<file path="src/dcachePkg.sv">
`default_nettype none

package dcachePkg;

  // request and bus widths
  localparam int ADDR_W = 32;
  localparam int XLEN = 64;
  localparam int MASK_W = XLEN / 8;

  // line geometry
  localparam int LINE_W = 256;
  localparam int BEATS = LINE_W / XLEN;
  localparam int NUM_SETS = 64;
  localparam int NUM_WAYS = 2;
  localparam int INDEX_W = 6;
  localparam int OFFSET_W = 5;
  // word index sits in offset bits 4..3
  localparam int WORD_SEL_W = 2;
  localparam int TAG_W = ADDR_W - INDEX_W - OFFSET_W;

  // controller state encoding
  localparam int STATE_W = 3;
  localparam logic [STATE_W-1:0] ST_IDLE = 3'd0;
  localparam logic [STATE_W-1:0] ST_COMPARE = 3'd1;
  localparam logic [STATE_W-1:0] ST_WRITE_BACK = 3'd2;
  localparam logic [STATE_W-1:0] ST_FETCH = 3'd3;
  localparam logic [STATE_W-1:0] ST_FILL = 3'd4;
  localparam logic [STATE_W-1:0] ST_INSTALL = 3'd5;

  typedef struct packed {
    logic [TAG_W-1:0] tag;
    logic [INDEX_W-1:0] index;
    logic [OFFSET_W-1:0] offset;
  } addrFieldsT;

  // raw view for memory addresses, field view for lookup
  typedef union packed {
    logic [ADDR_W-1:0] raw;
    addrFieldsT f;
  } cacheAddrT;

endpackage

`default_nettype wire
</file>
<file path="src/refillBuffer.sv">
`timescale 1ns/1ps
`default_nettype none

module refillBuffer
  import dcachePkg::*;
(
  input  logic clk,
  input  logic rst_n,
  input  logic fillEn_i,
  input  logic beatValid_i,
  input  logic [XLEN-1:0] beatData_i,
  input  logic beatLast_i,
  output logic [LINE_W-1:0] line_o
);

  logic [WORD_SEL_W-1:0] beatCnt;
  logic beatTake;

  assign beatTake = fillEn_i && beatValid_i;

  // wraps to zero after the fourth beat
  always_ff @(posedge clk or negedge rst_n) begin
    if (!rst_n) begin
      beatCnt <= '0;
    end else if (beatTake) begin
      beatCnt <= beatCnt + 1'b1;
    end
  end

  always_ff @(posedge clk) begin
    if (beatTake) begin
      line_o[beatCnt*XLEN +: XLEN] <= beatData_i;
    end
  end

  lastOnFinalBeat: assert property (
    @(posedge clk) disable iff (!rst_n)
    beatTake && beatLast_i |-> beatCnt == WORD_SEL_W'(BEATS - 1));

endmodule

`default_nettype wire

</file>
<file path="config.mk">
export PLATFORM = sky130hd
export DESIGN_NAME = refillBuffer
export DESIGN_NICKNAME = d
export VERILOG_FILES = /design/src/dcachePkg.sv /design/src/refillBuffer.sv
export SDC_FILE = /design/constraint.sdc
export NUM_CORES = 1
export LEC_CHECK = 0
export BUFFER_PORTS_ARGS = -buffer_cell sky130_fd_sc_hd__buf_2
export CAP_MARGIN = 40
export CORE_ASPECT_RATIO = 1.5
export CORE_MARGIN = 1
export CORE_UTILIZATION = 35
export CTS_BUF_LIST = sky130_fd_sc_hd__clkbuf_16
export CTS_CLUSTER_DIAMETER = 200
export DETAILED_ROUTE_END_ITERATION = 8
export PLACE_DENSITY = 0.64
export SYNTH_ARGS = -nofsm -noshare
export SYNTH_HDL_FRONTEND = slang
export SYNTH_SLANG_ARGS = --single-unit
</file>
<file path="constraint.sdc">
create_clock -name clk -period 4.17 [get_ports clk]
set_input_delay 0.2085 -clock clk [delete_from_list [all_inputs] [get_ports clk]]
set_output_delay 0.2085 -clock clk [all_outputs]
set_load 0.1 [all_outputs]
</file>
==> out/metrics.yaml <==
switching_share: 0.4395
synthXorXnorAreaFrac: 0.0008999
synth-seq-cells: 258
yosysSeqAreaShare: 0.7950
start_util: 0.3563
grt_max_degree: 57
postSynthCellCount: 573
ctsResizeCount: 0
worstSetupEndpointType: "register"
netlist_area_mm2: 0.009733
dieArea_mm2: 0.02849
drive_gt1_frac: 0.3915
syn_nets: 647
synth_ff_type: "edfxtp_1"
cap_violations: 0
path_clk_slew_ns: 0.06
detail-route-antenna-nets: 0
relSlewSlack: 0.4722
grt_pass1_wl_um: 38720
drt-total-wl_um: 26630
synth_mux_area_frac: 0.001157
min_path_cells: 3
p_sw_uw: 4128
core-area_mm2: 0.02731
fmax_ghz: 0.3731
gp_congestion: 0.7552
postSynthAreaPerCell_um2: 16.99
grt_pass1_vias: 6436
clk_path_buf_depth: 3
drc_errors: 44
synth_compound_area_frac: 0
viasPerCell: 4.744
final_util: 0.4795
wl_per_cell_um: 20.33
die_h_um: 206.2
cts_made_buffers: 25
nets: 1028
max-vdd-ir-drop_mv: 0.5045
hp-class: "input pin to register"
synth-edff-count: 256
yosysTopAreaCell: "edfxtp_1"
pwr-share-comb: 0.408
clk_latency_ns: 0.52
synthSimpleGateAreaFrac: 0.1744
rrSetupSlack_ns: 1.49
worst_pin_slew_ns: 0.7898
port-buffer-count: 323
synth.distinct_cells: 23
dieWidth_um: 138.2
firstDrtPassIters: 7
setup_violations: 0
gr-usage-all-layers: 0.1822
startpoint_type: "register"
cts_hold_buf: 57
row_count: 74
cp_max_fo: 33
yosys.area_share.adder: 0.006428
clockRootBuffer: "clkbuf_16"
io_pins: 325
fin_tns_setup_ns: 0
drv_slew: 0
clockPowerShare: 0.226
violations: "design-rule violations"
synth-async-reset-ratio: 0.007752
finalCritPeriodShare: 0.6427
cts_tree: "yes"
dp_hpwl_um: 17160
critical_path_arrival_ns: 3.07
synth_warnings: 0
worstPathRequired_ns: 4.55
worstRegToRegCells: 5
cts_setup_buffers: 0
antenna_found_initial: 2
initialDrtViolationCount: 383
p_per_area_mw_per_mm2: 717.2
ys_top_cells_by_area: "edfxtp_1 79%, and3_1 8.3%, and2_1 8.2%"
cts.sinks: 258
cts_htree_levels: 1
synth_top_family_by_area: "simple AND/OR/NAND/NOR gates"
pwr-share-seq: 0.366
grt_overflow: 0
hold_viol: 0
critPathKind: "register to register"
p_leak_uw: 0.005509
fin_crit_ns: 2.680
internal_power_uw: 5264
area_delta_synth_final_pct: 34.55
fin_skew_ns: 0.006039
rsz0062_at_grt: "false"
status: "finished with violations"
synth_top_area_share: 0.7898
n_antenna_cell: 0
num_vias: 6215
-- Yosys cell counts, drive strengths merged, types with 2 or more instances --
cell type and count:
edfxtp 256, nor3 2, and4bb 2, and2 127
clkbuf 33, inv 2, dfrtp 2, and3 129
buf 6, ha 5
-- state kept, by name, summed over array words and instances (netlist names) --
register / flops
line_o: 256
beatCnt: 2
-- metal layers --
metal  share of wire  global-route usage
met5         0.00083                   0
met4           0.041             0.09189
met3           0.053             0.03128
met2            0.54              0.3415
met1            0.37              0.1985
-- power by group through the flow --
stage	clock, uW	sequential, uW	combinational, uW
4_1_cts	2180	3440	3850
6_report	2130	3440	3830
3_3_place_gp	0	3490	3730
2_1_floorplan	0	5350	1110
3_5_place_dp	0	3490	3810
5_1_grt	2260	3460	4020
-- stage by stage --
| step | setup WS, ns | power, uW | hold WS (ns) | std cells | cell area [um^2] |
|---|---|---|---|---|---|
| 2_1_floorplan | 1.280 | 6455 | -0.08709 | 573 | 9733 |
| 5_1_grt | 1.277 | 9737 | 0.02337 | 1310 | 13100 |
| 4_1_cts | 1.478 | 9470 | 0.0005839 | 1310 | 13100 |
| 3_3_place_gp | 1.522 | 7222 | 0.001795 | 1207 | 11680 |
| 6_report | 1.490 | 9392 | 0.02582 | 1310 | 13100 |
| 3_5_place_dp | 1.503 | 7301 | 0.004080 | 1212 | 11780 |
-- placed cells by master, fill, tap and decap left out --
cell type / Yosys / final
and3_4: 0 / 4
edfxtp_1: 256 / 256
nor2b_4: 0 / 1
dlygate4sd3_1: 0 / 57
inv_1: 2 / 6
clkinv_1: 0 / 5
buf_2: 1 / 323
clkbuf_16: 0 / 25
and4bb_2: 1 / 2
dfrtp_1: 2 / 2
and2b_2: 0 / 1
and2_1: 127 / 127
ha_1: 5 / 5
nor4b_4: 1 / 1
nor3_1: 2 / 2
xnor2_1: 1 / 1
nand2_1: 1 / 1
buf_4: 1 / 7
clkinvlp_4: 0 / 1
mux2_2: 1 / 1
nand3b_1: 1 / 1
and3b_1: 1 / 1
bufinv_16: 0 / 2
nor2_4: 0 / 1
clkinv_2: 0 / 4
buf_12: 0 / 6
and3_1: 129 / 125
-- critical path, stage by stage, from the launching register on --
cell and delay, ns:
dfrtp_1 0.54, inv_1 0.16, ha_1 0.50, and2b_2 0.67
buf_4 0.44, and3_1 0.21
-- worst paths after layout --
check | end | start
hold / removal | beatCnt[0]$_DFFE_PN0P_ | fillEn_i
hold reg to reg | beatCnt[1]$_DFFE_PN0P_ | beatCnt[1]$_DFFE_PN0P_
setup reg to reg | line_o[96]$_DFFE_PP_ | beatCnt[0]$_DFFE_PN0P_
max in group asynchronous | beatCnt[1]$_DFFE_PN0P_ | rst_n
min in group asynchronous | beatCnt[0]$_DFFE_PN0P_ | rst_n
setup / recovery | line_o[96]$_DFFE_PP_ | beatCnt[0]$_DFFE_PN0P_
-- layout make-up --
class	instances	area (um^2)
Clock buffer	25	625.6
Clock inverter	16	121.4
Tap cell	342	427.9
Timing Repair Buffer	393	2360
Fill cell	2361	14220
Sequential cell	258	7737
Multi-Input combinational cell	274	1817
Inverter	2	7.507
-- cells by family (layout without fill, tap and decap cells) --
family,after synthesis,after routing
simple gates,267,267
flops,258,258
buf+inv,41,436
fa+ha+maj,5,5
xor+xnor,1,1
mux,1,1
Note: power is estimated with default switching activity, not from simulation.
