$ cat src/dcachePkg.sv
`default_nettype none

package dcachePkg;

  // request and bus widths
  localparam int ADDR_W = 32;
  localparam int XLEN = 64;
  localparam int MASK_W = XLEN / 8;

  // line geometry
  localparam int LINE_W = 256;
  localparam int BEATS = LINE_W / XLEN;
  localparam int NUM_SETS = 64;
  localparam int NUM_WAYS = 2;
  localparam int INDEX_W = 6;
  localparam int OFFSET_W = 5;
  // word index sits in offset bits 4..3
  localparam int WORD_SEL_W = 2;
  localparam int TAG_W = ADDR_W - INDEX_W - OFFSET_W;

  // controller state encoding
  localparam int STATE_W = 3;
  localparam logic [STATE_W-1:0] ST_IDLE = 3'd0;
  localparam logic [STATE_W-1:0] ST_COMPARE = 3'd1;
  localparam logic [STATE_W-1:0] ST_WRITE_BACK = 3'd2;
  localparam logic [STATE_W-1:0] ST_FETCH = 3'd3;
  localparam logic [STATE_W-1:0] ST_FILL = 3'd4;
  localparam logic [STATE_W-1:0] ST_INSTALL = 3'd5;

  typedef struct packed {
    logic [TAG_W-1:0] tag;
    logic [INDEX_W-1:0] index;
    logic [OFFSET_W-1:0] offset;
  } addrFieldsT;

  // raw view for memory addresses, field view for lookup
  typedef union packed {
    logic [ADDR_W-1:0] raw;
    addrFieldsT f;
  } cacheAddrT;

endpackage

`default_nettype wire
$ cat src/dcacheCtrl.sv
`timescale 1ns/1ps
`default_nettype none

module dcacheCtrl
  import dcachePkg::*;
(
  input  logic clk,
  input  logic rst_n,
  input  logic reqValid_i,
  input  logic reqWrite_i,
  input  logic [ADDR_W-1:0] reqAddr_i,
  input  logic [XLEN-1:0] reqWrData_i,
  input  logic [MASK_W-1:0] reqWrMask_i,
  input  logic memRdReady_i,
  input  logic memDataValid_i,
  input  logic memRdLast_i,
  input  logic memWrReady_i,
  input  logic hit_i,
  input  logic hitWay_i,
  input  logic victimWay_i,
  input  logic victimDirty_i,
  input  logic [TAG_W-1:0] victimTag_i,
  input  logic [LINE_W-1:0] selLine_i,
  output logic reqReady_o,
  output logic respValid_o,
  output logic [XLEN-1:0] respRdData_o,
  output logic memRdValid_o,
  output logic [ADDR_W-1:0] memRdAddr_o,
  output logic memWrValid_o,
  output logic [ADDR_W-1:0] memWrAddr_o,
  output cacheAddrT lookupAddr_o,
  output logic selWay_o,
  output logic installEn_o,
  output logic markDirty_o,
  output logic fillEn_o,
  output logic wordWrEn_o,
  output logic [XLEN-1:0] wordWrData_o,
  output logic [MASK_W-1:0] wordWrMask_o
);

  logic [STATE_W-1:0] state;
  logic [STATE_W-1:0] nextState;
  logic reqWrite;
  cacheAddrT reqAddr;
  logic [XLEN-1:0] reqWrData;
  logic [MASK_W-1:0] reqWrMask;
  logic [WORD_SEL_W-1:0] wordSel;

  assign wordSel = reqAddr.f.offset[OFFSET_W-1 -: WORD_SEL_W];

  always_ff @(posedge clk or negedge rst_n) begin
    if (!rst_n) begin
      state <= ST_IDLE;
    end else begin
      state <= nextState;
    end
  end

  always_comb begin
    nextState = state;
    case (state)
      ST_IDLE: begin
        if (reqValid_i) begin
          nextState = ST_COMPARE;
        end
      end
      ST_COMPARE: begin
        if (hit_i) begin
          nextState = ST_IDLE;
        end else if (victimDirty_i) begin
          nextState = ST_WRITE_BACK;
        end else begin
          nextState = ST_FETCH;
        end
      end
      // dirty victim leaves before the refill is requested
      ST_WRITE_BACK: begin
        if (memWrReady_i) begin
          nextState = ST_FETCH;
        end
      end
      ST_FETCH: begin
        if (memRdReady_i) begin
          nextState = ST_FILL;
        end
      end
      ST_FILL: begin
        if (memDataValid_i && memRdLast_i) begin
          nextState = ST_INSTALL;
        end
      end
      // back to compare, which now hits
      ST_INSTALL: nextState = ST_COMPARE;
      default: nextState = ST_IDLE;
    endcase
  end

  // request latch, taken only in idle
  always_ff @(posedge clk or negedge rst_n) begin
    if (!rst_n) begin
      reqWrite <= 1'b0;
      reqAddr.raw <= '0;
    end else if (reqValid_i && reqReady_o) begin
      reqWrite <= reqWrite_i;
      reqAddr.raw <= reqAddr_i;
    end
  end

  always_ff @(posedge clk) begin
    if (reqValid_i && reqReady_o) begin
      reqWrData <= reqWrData_i;
      reqWrMask <= reqWrMask_i;
    end
  end

  assign reqReady_o = (state == ST_IDLE);
  assign respValid_o = (state == ST_COMPARE) && hit_i;
  assign respRdData_o = selLine_i[wordSel*XLEN +: XLEN];

  // line-aligned addresses for both memory directions
  assign memRdValid_o = (state == ST_FETCH);
  assign memRdAddr_o = {reqAddr.f.tag, reqAddr.f.index, {OFFSET_W{1'b0}}};
  assign memWrValid_o = (state == ST_WRITE_BACK);
  assign memWrAddr_o = {victimTag_i, reqAddr.f.index, {OFFSET_W{1'b0}}};

  assign lookupAddr_o = reqAddr;
  assign selWay_o = (state == ST_COMPARE) ? hitWay_i : victimWay_i;
  assign installEn_o = (state == ST_INSTALL);
  assign fillEn_o = (state == ST_FILL);

  // store hit merges the word and marks the line dirty
  assign wordWrEn_o = (state == ST_COMPARE) && hit_i && reqWrite;
  assign markDirty_o = wordWrEn_o;
  assign wordWrData_o = reqWrData;
  assign wordWrMask_o = reqWrMask;

  // victim tag must not move while the write-back waits
  wrStrobeHeld: assert property (
    @(posedge clk) disable iff (!rst_n)
    memWrValid_o && !memWrReady_i |=> memWrValid_o && $stable(memWrAddr_o));

  // the installed line has to hit on the retry
  hitAfterInstall: assert property (
    @(posedge clk) disable iff (!rst_n) state == ST_INSTALL |=> hit_i);

endmodule

`default_nettype wire

$ cat config.mk
export PLATFORM = sky130hd
export DESIGN_NAME = dcacheCtrl
export DESIGN_NICKNAME = d
export VERILOG_FILES = /design/src/dcachePkg.sv /design/src/dcacheCtrl.sv
export SDC_FILE = /design/constraint.sdc
export NUM_CORES = 1
export LEC_CHECK = 0
export BUFFER_PORTS_ARGS = -buffer_cell sky130_fd_sc_hd__buf_4
export CAP_MARGIN = 20
export CORE_AREA = 2 2 248 250
export CTS_BUF_LIST = sky130_fd_sc_hd__clkbuf_8
export DETAILED_ROUTE_END_ITERATION = 10
export DIE_AREA = 0 0 250 252
export GPL_ROUTABILITY_DRIVEN = 0
export GPL_TIMING_DRIVEN = 0
export SLEW_MARGIN = 40
export SYNTH_ARGS = -nofsm -noshare
export SYNTH_HDL_FRONTEND = slang
export SYNTH_SLANG_ARGS = --single-unit
$ cat constraint.sdc
create_clock -name clk -period 2.3 [get_ports clk]
set_input_delay 0.115 -clock clk [delete_from_list [all_inputs] [get_ports clk]]
set_output_delay 0.115 -clock clk [all_outputs]
set_load 0.02 [all_outputs]
==> results of run 1 <==
-- routing by layer --
layer / vias to the layer above / part of all wire, %
li1: 2654 / -
met5: - / 0.19
met2: 475 / 52
met1: 2929 / 33
met3: 68 / 13
met4: 14 / 2.2
-- timing repair --
| item | in CTS | in global routing |
|---|---|---|
| setup buffers | 0 | 1 |
| gates resized for setup | 8 | 5 |
| endpoints found under the hold margin | 144 | 0 |
| setup endpoints to repair | 15 | 9 |
| cloned | 0 | 0 |
| hold buffers | 109 | 0 |
-- registers in the layout, summed over array words and instances (netlist names) --
| register | flops |
|---|---|
| reqWrite | 1 |
| wordWrData_o | 64 |
| state | 3 |
| wordWrMask_o | 8 |
| lookupAddr_o | 32 |
-- through the flow --
| stage | setup WS (ps) | utilization, % | cells | instance area [um2] |
|---|---|---|---|---|
| 4_1_cts | -14.4 | 21.1 | 1834 | 12700 |
| 2_1_floorplan | 435 | - | 325 | 5870 |
| 3_3_place_gp | 277 | 18.9 | 1709 | 11400 |
| 3_5_place_dp | 240 | 18.9 | 1709 | 11400 |
| 5_1_grt | 2.05 | 21.1 | 1841 | 12700 |
| 6_report | 123 | 21.2 | 1843 | 12700 |
-- layout by cell type (no fill, tap or decap), types with 2 or more instances in the layout --
cell type / instances
sky130_fd_sc_hd__buf_12: 4
sky130_fd_sc_hd__diode_2: 8
sky130_fd_sc_hd__mux2_4: 29
sky130_fd_sc_hd__inv_6: 4
sky130_fd_sc_hd__inv_1: 2
sky130_fd_sc_hd__conb_1: 10
sky130_fd_sc_hd__nor2_1: 2
sky130_fd_sc_hd__dlygate4sd3_1: 109
sky130_fd_sc_hd__edfxtp_1: 72
sky130_fd_sc_hd__buf_4: 670
sky130_fd_sc_hd__a21oi_1: 2
sky130_fd_sc_hd__clkbuf_8: 9
sky130_fd_sc_hd__clkbuf_1: 2
sky130_fd_sc_hd__mux4_2: 64
sky130_fd_sc_hd__dfrtp_1: 36
sky130_fd_sc_hd__buf_2: 3
sky130_fd_sc_hd__buf_6: 5
sky130_fd_sc_hd__nor3b_1: 3
sky130_fd_sc_hd__clkbuf_4: 2
sky130_fd_sc_hd__mux2_2: 5
sky130_fd_sc_hd__and3b_1: 2
sky130_fd_sc_hd__o21ai_0: 3
-- cells by family after synthesis --
group                  Yosys count  synth area share, %
AOI/OAI and AO/OA               10                 1.14
buffers and inverters           87                 11.8
DFF                            108                 52.5
muxes                           98                 33.1
other                            1               0.0642
and+or+nand+nor                 12                 1.46
-- worst max-delay path by stage --
stage	start	endpoint	cells after the start
after global routing	lookupAddr_o[3]$_DFFE_PN0P_	respRdData_o[32]	4
after global placement	lookupAddr_o[4]$_DFFE_PN0P_	respRdData_o[38]	4
after detailed placement	lookupAddr_o[4]$_DFFE_PN0P_	respRdData_o[32]	4
after CTS	lookupAddr_o[3]$_DFFE_PN0P_	respRdData_o[32]	4
final	lookupAddr_o[3]$_DFFE_PN0P_	respRdData_o[38]	4
after floorplan	state[1]$_DFFE_PN0P_	lookupAddr_o[22]$_DFFE_PN0P_	5
-- worst max-delay path, cell delays in order (launching register included) --
cell	delay [ps]
sky130_fd_sc_hd__dfrtp_1	430
sky130_fd_sc_hd__buf_8	200
sky130_fd_sc_hd__buf_16	210
sky130_fd_sc_hd__mux4_2	570
sky130_fd_sc_hd__buf_4	190
-- where the power goes --
group / switching [mW] / internal (mW) / leakage (nW) / total [mW]
clock: 0.872 / 0.425 / 0.101 / 1.30
sequential: 0.431 / 2.70 / 1.09 / 3.13
combinational: 4.77 / 4.58 / 4.53 / 9.35
total: 6.07 / 7.71 / 5.72 / 13.8
-- cell type report --
cell class                      count  area (um2)  share of cell area [%]
Inverter                            1        3.75                  0.0295
Timing Repair Buffer              712        5620                    44.2
Clock inverter                      7        66.3                   0.521
Sequential cell                   108        3060                    24.1
Clock buffer                        9         124                   0.974
Antenna cell                        8        20.0                   0.157
Buffer                             86         724                    5.70
Multi-Input combinational cell    130        2120                    16.7
Tap cell                          782         978                    7.69
==> flow_summary.yaml, run 1 <==
clocking:
  cts.path.max_buffers: 2
  cts_made_buffers: 9
  tritoncts: "built"
  cts.reportedPaths.clkPinSlew_ps: 130
  clock_latency_reported_for_the_late_side_of_the_worst_skew_pair_ps: 470
  clock-root-buffer: "sky130_fd_sc_hd__clkbuf_8"
  cts.sinks: 108
  clock_tree.htree_level_count: 3
final_layout:
  fillers: 6412
  syn2layout_area_growth_pct: 118
  final_layout_size_suffix_gt1_share_pct: 76.2
  fin_nets: 1441
synthesis:
  ys.flop_type: "sky130_fd_sc_hd__edfxtp_1"
  post-synth-top-area-cell: "sky130_fd_sc_hd__edfxtp_1"
  combined_area_of_all_synthesized_cells_um2: 5840
  synthCells: 316
  count_of_flip_flops_with_a_built_in_enable_after_synthesis: 72
  yosys_register_bits: 108
  synth.top_cell.area_share_pct: 37.0
  yosys.cell_count.top_type: "sky130_fd_sc_hd__edfxtp_1"
  synthesis.yosys.warnings: 0
  syn_avg_cell_area_um2: 18.5
  synth_cell_types: 27
  yosysSeqAreaShare_pct: 52.5
  synthArstFlopShare_pct: 33.3
  yosys-top-cells-area: "sky130_fd_sc_hd__edfxtp_1, sky130_fd_sc_hd__mux4_2, sky130_fd_sc_hd__dfrtp_1"
  netlist_top_cells_count: "sky130_fd_sc_hd__edfxtp_1, sky130_fd_sc_hd__buf_4, sky130_fd_sc_hd__mux4_2"
global_route:
  grt_antenna_before_repair: 33
  grt_start_max_net_pins: 82
  grt_pass1_wl_um: 58200
  grt_resource_usage_total_pct: 13.9
  grt_overflow: 0
  grt_pass1_vias: 6644
  met3_usage_pct: 7.18
  grt.met2_usage_pct: 25.5
  global_route.usage.met1_pct: 13.7
  grt.busiest_layer: "met2"
critical_path:
  timing.critical_path.required_ps: 2180
  setup.reg_to_reg.worst_slack_ps: 480
  worst-endpoint-arrival_ps: 2060
  start_kind: "flip-flop"
  timing.critical_path.to_type: "output port"
  worstRegToRegCells: 5
  timing.rr.end: "lookupAddr_o[27]$_DFFE_PN0P_"
  worst_reg2reg_path_startpoint: "state[1]$_DFFE_PN0P_"
  timing.setup.critical_path_class: "flip-flop to output port"
  crit_path_max_fanout: 10
routing:
  detail-route-antenna-nets: 0
  vias: 6140
  detail_route.drc_violations: 0
  avgRoutedWirePerCell_um: 24.6
  totalWireLength_um: 45400
  drt_first_pass_iters: 4
  detail_route.vias_per_cell: 3.33
  drt_first_iter_violations: 262
timing:
  fin_max_slew_vios: 0
  clock_skew_ps: 52.6
  fin_hold_ws_ps: 73.4
  share_of_the_clock_period_used_by_the_worst_path_after_layout_pct: 94.7
  finalSetupTns_ps: 0
  slew-limit-headroom_pct: 51.5
  min_period_ps: 2180
  finalHoldViolations: 0
  rsz0062_at_grt: "false"
  max_freq_ghz: 0.459
  setup_viol: 0
  tightest_slew_ps: 728
placed_design:
  place_hpwl_um: 39300
  io_buffers: 602
min_path:
  worst_hold_startpoint: "victimDirty_i"
  end_point_of_the_worst_hold_path: "state[0]$_DFFE_PN0P_"
  worst_hold_path.num_cells: 4
  hold_path_class: "primary input to flip-flop"
power_and_ir_drop:
  post-layout-total-power_mw: 13.8
  power_leakage_nw: 5.72
  ir_worst_vdd_mv: 0.666
  power-per-cell-area_nw_per_um2: 1080
floorplan:
  floorplan.die.width_um: 250
  coreArea_um2: 60100
  dieArea_um2: 63000
  die_height_um: 252
  floorplan.io_pins: 634
  core.rowCount: 90
  floorplan.initialDensity_pct: 9.71
status:
  status: "finished, final reports clean"
run:
  maxCapViolCount: 0
Note: power is estimated with default switching activity, not from simulation.
==> run 2: changes to the inputs <==
Settings changed: GPL_TIMING_DRIVEN 0 to not set, HOLD_SLACK_MARGIN set to 0.15.
==> run 2 against run 1 <==
Net effect: via count fell by 3.7%; global-route usage grew 0.13 points; largest cell class unchanged; non-clock buffer count shrank 88.
==> flow_summary.yaml, run 2 (same netlist as run 1, synthesis figures left out) <==
timing:
  finalSetupTns_ps: 0
  tightest_slew_ps: 740
  min_period_ps: 2160
  setup_viol: 0
  fin_max_slew_vios: 0
  max_freq_ghz: 0.462
  share_of_the_clock_period_used_by_the_worst_path_after_layout_pct: 94.1
  clock_skew_ps: 34.0
  slew-limit-headroom_pct: 50.7
  finalHoldViolations: 0
  rsz0062_at_grt: "false"
critical_path:
  crit_path_max_fanout: 12
  setup.reg_to_reg.worst_slack_ps: 140
  timing.critical_path.to_type: "flip-flop"
  start_kind: "flip-flop"
  worst-endpoint-arrival_ps: 2480
  timing.setup.critical_path_class: "flip-flop to flip-flop"
  timing.critical_path.required_ps: 2620
final_layout:
  fin_nets: 1353
  final_common_cell: "sky130_fd_sc_hd__buf_4"
  syn2layout_area_growth_pct: 107
  largest_reg_flops: 64
  final_layout_size_suffix_gt1_share_pct: 74.3
  finish.cell_count_without_fillers: 1766
  mostFrequentLayoutCells: "sky130_fd_sc_hd__buf_4, sky130_fd_sc_hd__dlygate4sd3_1, sky130_fd_sc_hd__edfxtp_1"
routing:
  detail_route.vias_per_cell: 3.35
  vias: 5911
  detail_route.drc_violations: 0
  detailroute.wirelength.met2_um: 22700
  detail-route-antenna-nets: 0
  met3_length_um: 4190
  drt_first_pass_iters: 6
  drt_first_iter_violations: 301
  top_layer: "met5"
  totalWireLength_um: 45700
  avgRoutedWirePerCell_um: 25.9
  met1Wirelength_um: 17000
power_and_ir_drop:
  share_seq_of_total_power_pct: 26.1
  comb_power_share_pct: 64.2
  intPower_mw: 7.29
  power_leakage_nw: 5.28
  share_of_power_burned_in_the_clock_network_pct: 9.7
  post-layout-total-power_mw: 12.8
  power-per-cell-area_nw_per_um2: 1060
  ir_worst_vdd_mv: 0.549
  p_sw_share_pct: 43.2
  switching_power_mw: 5.55
clocking:
  cts_made_buffers: 9
  tritoncts: "built"
  cts.sinks: 108
  clock_latency_reported_for_the_late_side_of_the_worst_skew_pair_ps: 460
  cts.path.max_buffers: 2
  clock-root-buffer: "sky130_fd_sc_hd__clkbuf_8"
  cts.reportedPaths.clkPinSlew_ps: 120
  clock_tree.htree_level_count: 3
status:
  status: "finished, final reports clean"
global_route:
  grt_start_max_net_pins: 57
  grt_pass1_vias: 6404
  grt_resource_usage_total_pct: 14.0
  grt_overflow: 0
  grt_pass1_wl_um: 58000
  grt_antenna_before_repair: 41
placed_design:
  place_hpwl_um: 39900
  io_buffers: 581
  placed_cells: 1615
floorplan:
  floorplan.initialDensity_pct: 9.71
  floorplan.die.width_um: 250
  core.rowCount: 90
  die_height_um: 252
  dieArea_um2: 63000
  coreArea_um2: 60100
  floorplan.io_pins: 634
min_path:
  hold_path_class: "primary input to output port"
run:
  maxCapViolCount: 0
run 2: cell count changes in the layout (fill, tap and decap cells not counted), moves of 2 or more:
cell and delta:
sky130_fd_sc_hd__dfrtp_1 -3, sky130_fd_sc_hd__buf_4 -75, sky130_fd_sc_hd__inv_6 -2, sky130_fd_sc_hd__buf_2 -3, sky130_fd_sc_hd__dlygate4sd3_1 +2, sky130_fd_sc_hd__clkbuf_1 -2, sky130_fd_sc_hd__buf_6 -5, sky130_fd_sc_hd__clkbuf_4 -2
sky130_fd_sc_hd__clkinv_4 +3, sky130_fd_sc_hd__diode_2 +11, sky130_fd_sc_hd__dfrtp_4 +2
run 2: timing repair:
action                     in CTS  in global routing
setup endpoints to repair      45                  1
setup buffers                   5                  0
hold endpoints to repair      144                  0
resized for setup               0                  1
hold buffers                  111                  0
run 2: critical path, cell delays in order, from the launching register on:
cell,delay (ps)
sky130_fd_sc_hd__dfrtp_2,480
sky130_fd_sc_hd__a21boi_0,210
sky130_fd_sc_hd__a2bb2oi_1,170
sky130_fd_sc_hd__dlygate4sd3_1,570
sky130_fd_sc_hd__o21ai_0,60
sky130_fd_sc_hd__dlygate4sd3_1,570
run 2: cell type report:
| type | count | area, um2 |
|---|---|---|
| clock buffer | 9 | 124 |
| tap | 782 | 978 |
| fill | 6470 | 48100 |
| antenna | 19 | 47.5 |
| timing repair buffer | 710 | 5670 |
| multi-input combinational | 130 | 2120 |
| clock inverter | 7 | 58.8 |
| sequential | 108 | 3070 |
| inverter | 1 | 3.75 |
run 2: metal layers:
| layer | GRT usage [%] | vias to the layer above |
|---|---|---|
| li1 | - | 2498 |
| met1 | 15.4 | 2819 |
| met2 | 24.4 | 509 |
| met3 | 4.85 | 75 |
| met4 | 6.09 | 10 |
| met5 | 0 | - |
run 2: final timing paths:
path | start | end | depth (start not counted)
worst max-delay path | state[2]$_DFFE_PN0P_ | state[0]$_DFFE_PN0P_ | 5
max in group asynchronous | rst_n | lookupAddr_o[3]$_DFFE_PN0P_ | 2
worst min register to register | reqWrite$_DFFE_PN0P_ | reqWrite$_DFFE_PN0P_ | 1
worst max register to register | state[2]$_DFFE_PN0P_ | state[0]$_DFFE_PN0P_ | 5
min in group asynchronous | rst_n | lookupAddr_o[19]$_DFFE_PN0P_ | 2
worst min-delay path | victimTag_i[8] | memWrAddr_o[19] | 0
run 2: power by group through the flow:
stage          Clock [mW]  Combinational [mW]  Sequential [mW]
2_1_floorplan           0                4.55             3.65
3_3_place_gp            0                7.83             3.44
3_5_place_dp            0                7.90             3.46
4_1_cts              1.36                8.32             3.35
5_1_grt              1.39                8.62             3.42
6_report             1.24                8.25             3.35
run 2: stage by stage:
step | setup slack (ps) | hold slack [ps] | utilization, % | instance area [um2]
final | 136 | 230 | 20.1 | 12100
after detailed placement | 361 | 204 | 17.7 | 10700
after floorplan | 435 | -181 | - | 5870
after global placement | 398 | 190 | 17.7 | 10700
after CTS | 48.3 | 183 | 20.0 | 12000
after global routing | 32.2 | 230 | 20.1 | 12100
==> run 3: changes to the inputs <==
Settings changed: CELL_PAD_IN_SITES_DETAIL_PLACEMENT set to 2, CELL_PAD_IN_SITES_GLOBAL_PLACEMENT set to 2, CORE_AREA 2 2 248 250 to 2 2 247 249, DIE_AREA 0 0 250 252 to 0 0 249 251, PLACE_DENSITY_LB_ADDON set to 0.1.
==> run 3 against run 2 <==
Net effect: non-clock buffer count down 1; sequential share of layout area down 0.063 points; largest power group unchanged; utilization up 0.14 points; critical endpoint unchanged; worst setup slack about the same.
==> flow_summary.yaml, run 3 (same netlist as run 1, synthesis figures left out) <==
timing:
  finalHoldViolations: 0
  tightest_slew_ps: 606
  fin_max_slew_vios: 0
  rsz0062_at_grt: "false"
  fin_hold_ws_ps: 208
  clock_skew_ps: 13.4
  post-route-worst-setup-slack_ps: 136
  setup_viol: 0
  max_freq_ghz: 0.462
  share_of_the_clock_period_used_by_the_worst_path_after_layout_pct: 94.1
  min_period_ps: 2160
  slew-limit-headroom_pct: 59.6
  finalSetupTns_ps: 0
power_and_ir_drop:
  power-per-cell-area_nw_per_um2: 1070
  power_leakage_nw: 5.29
  ir_worst_vdd_mv: 0.378
  post-layout-total-power_mw: 12.9
routing:
  detail_route.vias_per_cell: 3.24
  totalWireLength_um: 39800
  drt_first_pass_iters: 4
  avgRoutedWirePerCell_um: 22.8
  detail_route.drc_violations: 0
  detail-route-antenna-nets: 0
  vias: 5664
  drt_first_iter_violations: 186
final_layout:
  final_layout_size_suffix_gt1_share_pct: 74.6
  mostFrequentLayoutCells: "sky130_fd_sc_hd__buf_4, sky130_fd_sc_hd__dlygate4sd3_1, sky130_fd_sc_hd__edfxtp_1"
  finish.cell_count_without_fillers: 1747
  final_instance_area_um2: 12100
  utilization_pct: 20.2
  final_common_cell: "sky130_fd_sc_hd__buf_4"
  fin_nets: 1352
  largest_reg_flops: 64
  syn2layout_area_growth_pct: 107
clocking:
  cts.path.max_buffers: 2
  cts.reportedPaths.clkPinSlew_ps: 130
  clock_tree.htree_level_count: 3
  clock-root-buffer: "sky130_fd_sc_hd__clkbuf_8"
  cts.sinks: 108
  clock_latency_reported_for_the_late_side_of_the_worst_skew_pair_ps: 430
  tritoncts: "built"
  cts_made_buffers: 9
floorplan:
  core.rowCount: 90
  coreArea_um2: 59800
  floorplan.die.width_um: 249
  die_height_um: 251
  floorplan.initialDensity_pct: 9.76
  floorplan.io_pins: 634
  dieArea_um2: 62500
status:
  status: "finished, final reports clean"
global_route:
  grt_resource_usage_total_pct: 12.5
  grt_pass1_vias: 6465
  grt_overflow: 0
  grt_antenna_before_repair: 6
  grt_pass1_wl_um: 54600
  grt_start_max_net_pins: 46
critical_path:
  worstPathCellList: "buf_6 > a21boi_2 > a2bb2oi_2 > dlygate4sd3_1 > o21ai_0 > dlygate4sd3_1"
  worst_path_largest_cell_delay_ps: 570
  timing.setup.critical_path_class: "flip-flop to flip-flop"
  timing.critical_path.required_ps: 2680
  critical_path.n_buffers_inverters: 3
  cp_common_cell: "sky130_fd_sc_hd__dlygate4sd3_1"
  critical_path.slowest_cell: "sky130_fd_sc_hd__dlygate4sd3_1"
  worst-endpoint-arrival_ps: 2550
  crit_family: "buffers and inverters"
  timing.critical_path.to_type: "flip-flop"
  crit_path_max_fanout: 11
  start_kind: "flip-flop"
min_path:
  hold_path_class: "primary input to async pin"
placed_design:
  placed_cells: 1616
  place_hpwl_um: 33900
  postPlaceCellArea_um2: 10700
  io_buffers: 581
  place_ws_ps: 467
run:
  maxCapViolCount: 0
run 3: cell count changes in the layout (fill, tap and decap cells not counted), moves of 2 or more:
cell / change
sky130_fd_sc_hd__diode_2: -18
sky130_fd_sc_hd__buf_12: +5
sky130_fd_sc_hd__buf_4: -6
sky130_fd_sc_hd__inv_6: -2
run 3: per-layer routing:
| metal | global-route usage [%] | share of wire, % | wire length (um) |
|---|---|---|---|
| met1 | 12.8 | 36 | 14200 |
| met3 | 6.75 | 12 | 4770 |
| met5 | 0.849 | 0.35 | 139 |
| met4 | 2.93 | 1.0 | 408 |
| met2 | 22.2 | 51 | 20400 |
run 3: area by class of cell:
cell class,count,area [um2]
fill,6688,47700
timing repair buffer,709,5700
sequential,108,3070
multi-input combinational,130,2140
tap,782,978
clock buffer,9,124
clock inverter,7,68.8
inverter,1,3.75
antenna,1,2.50
run 3: path summary, 6_finish.rpt:
check | from | to | slack (ps) | depth (start not counted)
max in group asynchronous | rst_n | lookupAddr_o[3]$_DFFE_PN0P_ | 1580 | 2
min | rst_n | lookupAddr_o[18]$_DFFE_PN0P_ | 210 | 2
max reg2reg | state[2]$_DFFE_PN0P_ | state[0]$_DFFE_PN0P_ | 140 | 6
max | state[2]$_DFFE_PN0P_ | state[0]$_DFFE_PN0P_ | 140 | 6
min reg2reg | lookupAddr_o[1]$_DFFE_PN0P_ | lookupAddr_o[1]$_DFFE_PN0P_ | 530 | 1
min in group clk | reqValid_i | wordWrMask_o[4]$_DFFE_PP_ | 230 | 2
run 3: worst reg2reg max path, cell delays in order (launching register included):
cell and delay, ps:
sky130_fd_sc_hd__dfrtp_1 420, sky130_fd_sc_hd__buf_6 150, sky130_fd_sc_hd__a21boi_2 160, sky130_fd_sc_hd__a2bb2oi_2 120, sky130_fd_sc_hd__dlygate4sd3_1 550, sky130_fd_sc_hd__o21ai_0 150, sky130_fd_sc_hd__dlygate4sd3_1 570
run 3: where the power goes:
group          internal (mW)  switching, mW  total (mW)
clock network          0.422          0.871        1.29
logic                   4.22           4.21        8.42
registers               2.70          0.462        3.16
total                   7.34           5.54        12.9
run 3: repair_timing:
item / CTS / global route
hold buffers: 111 / 0
setup endpoints to repair: 29 / 2
endpoints found under the hold margin: 144 / 0
resized for setup: 0 / 5
buffers inserted: 3 / 0
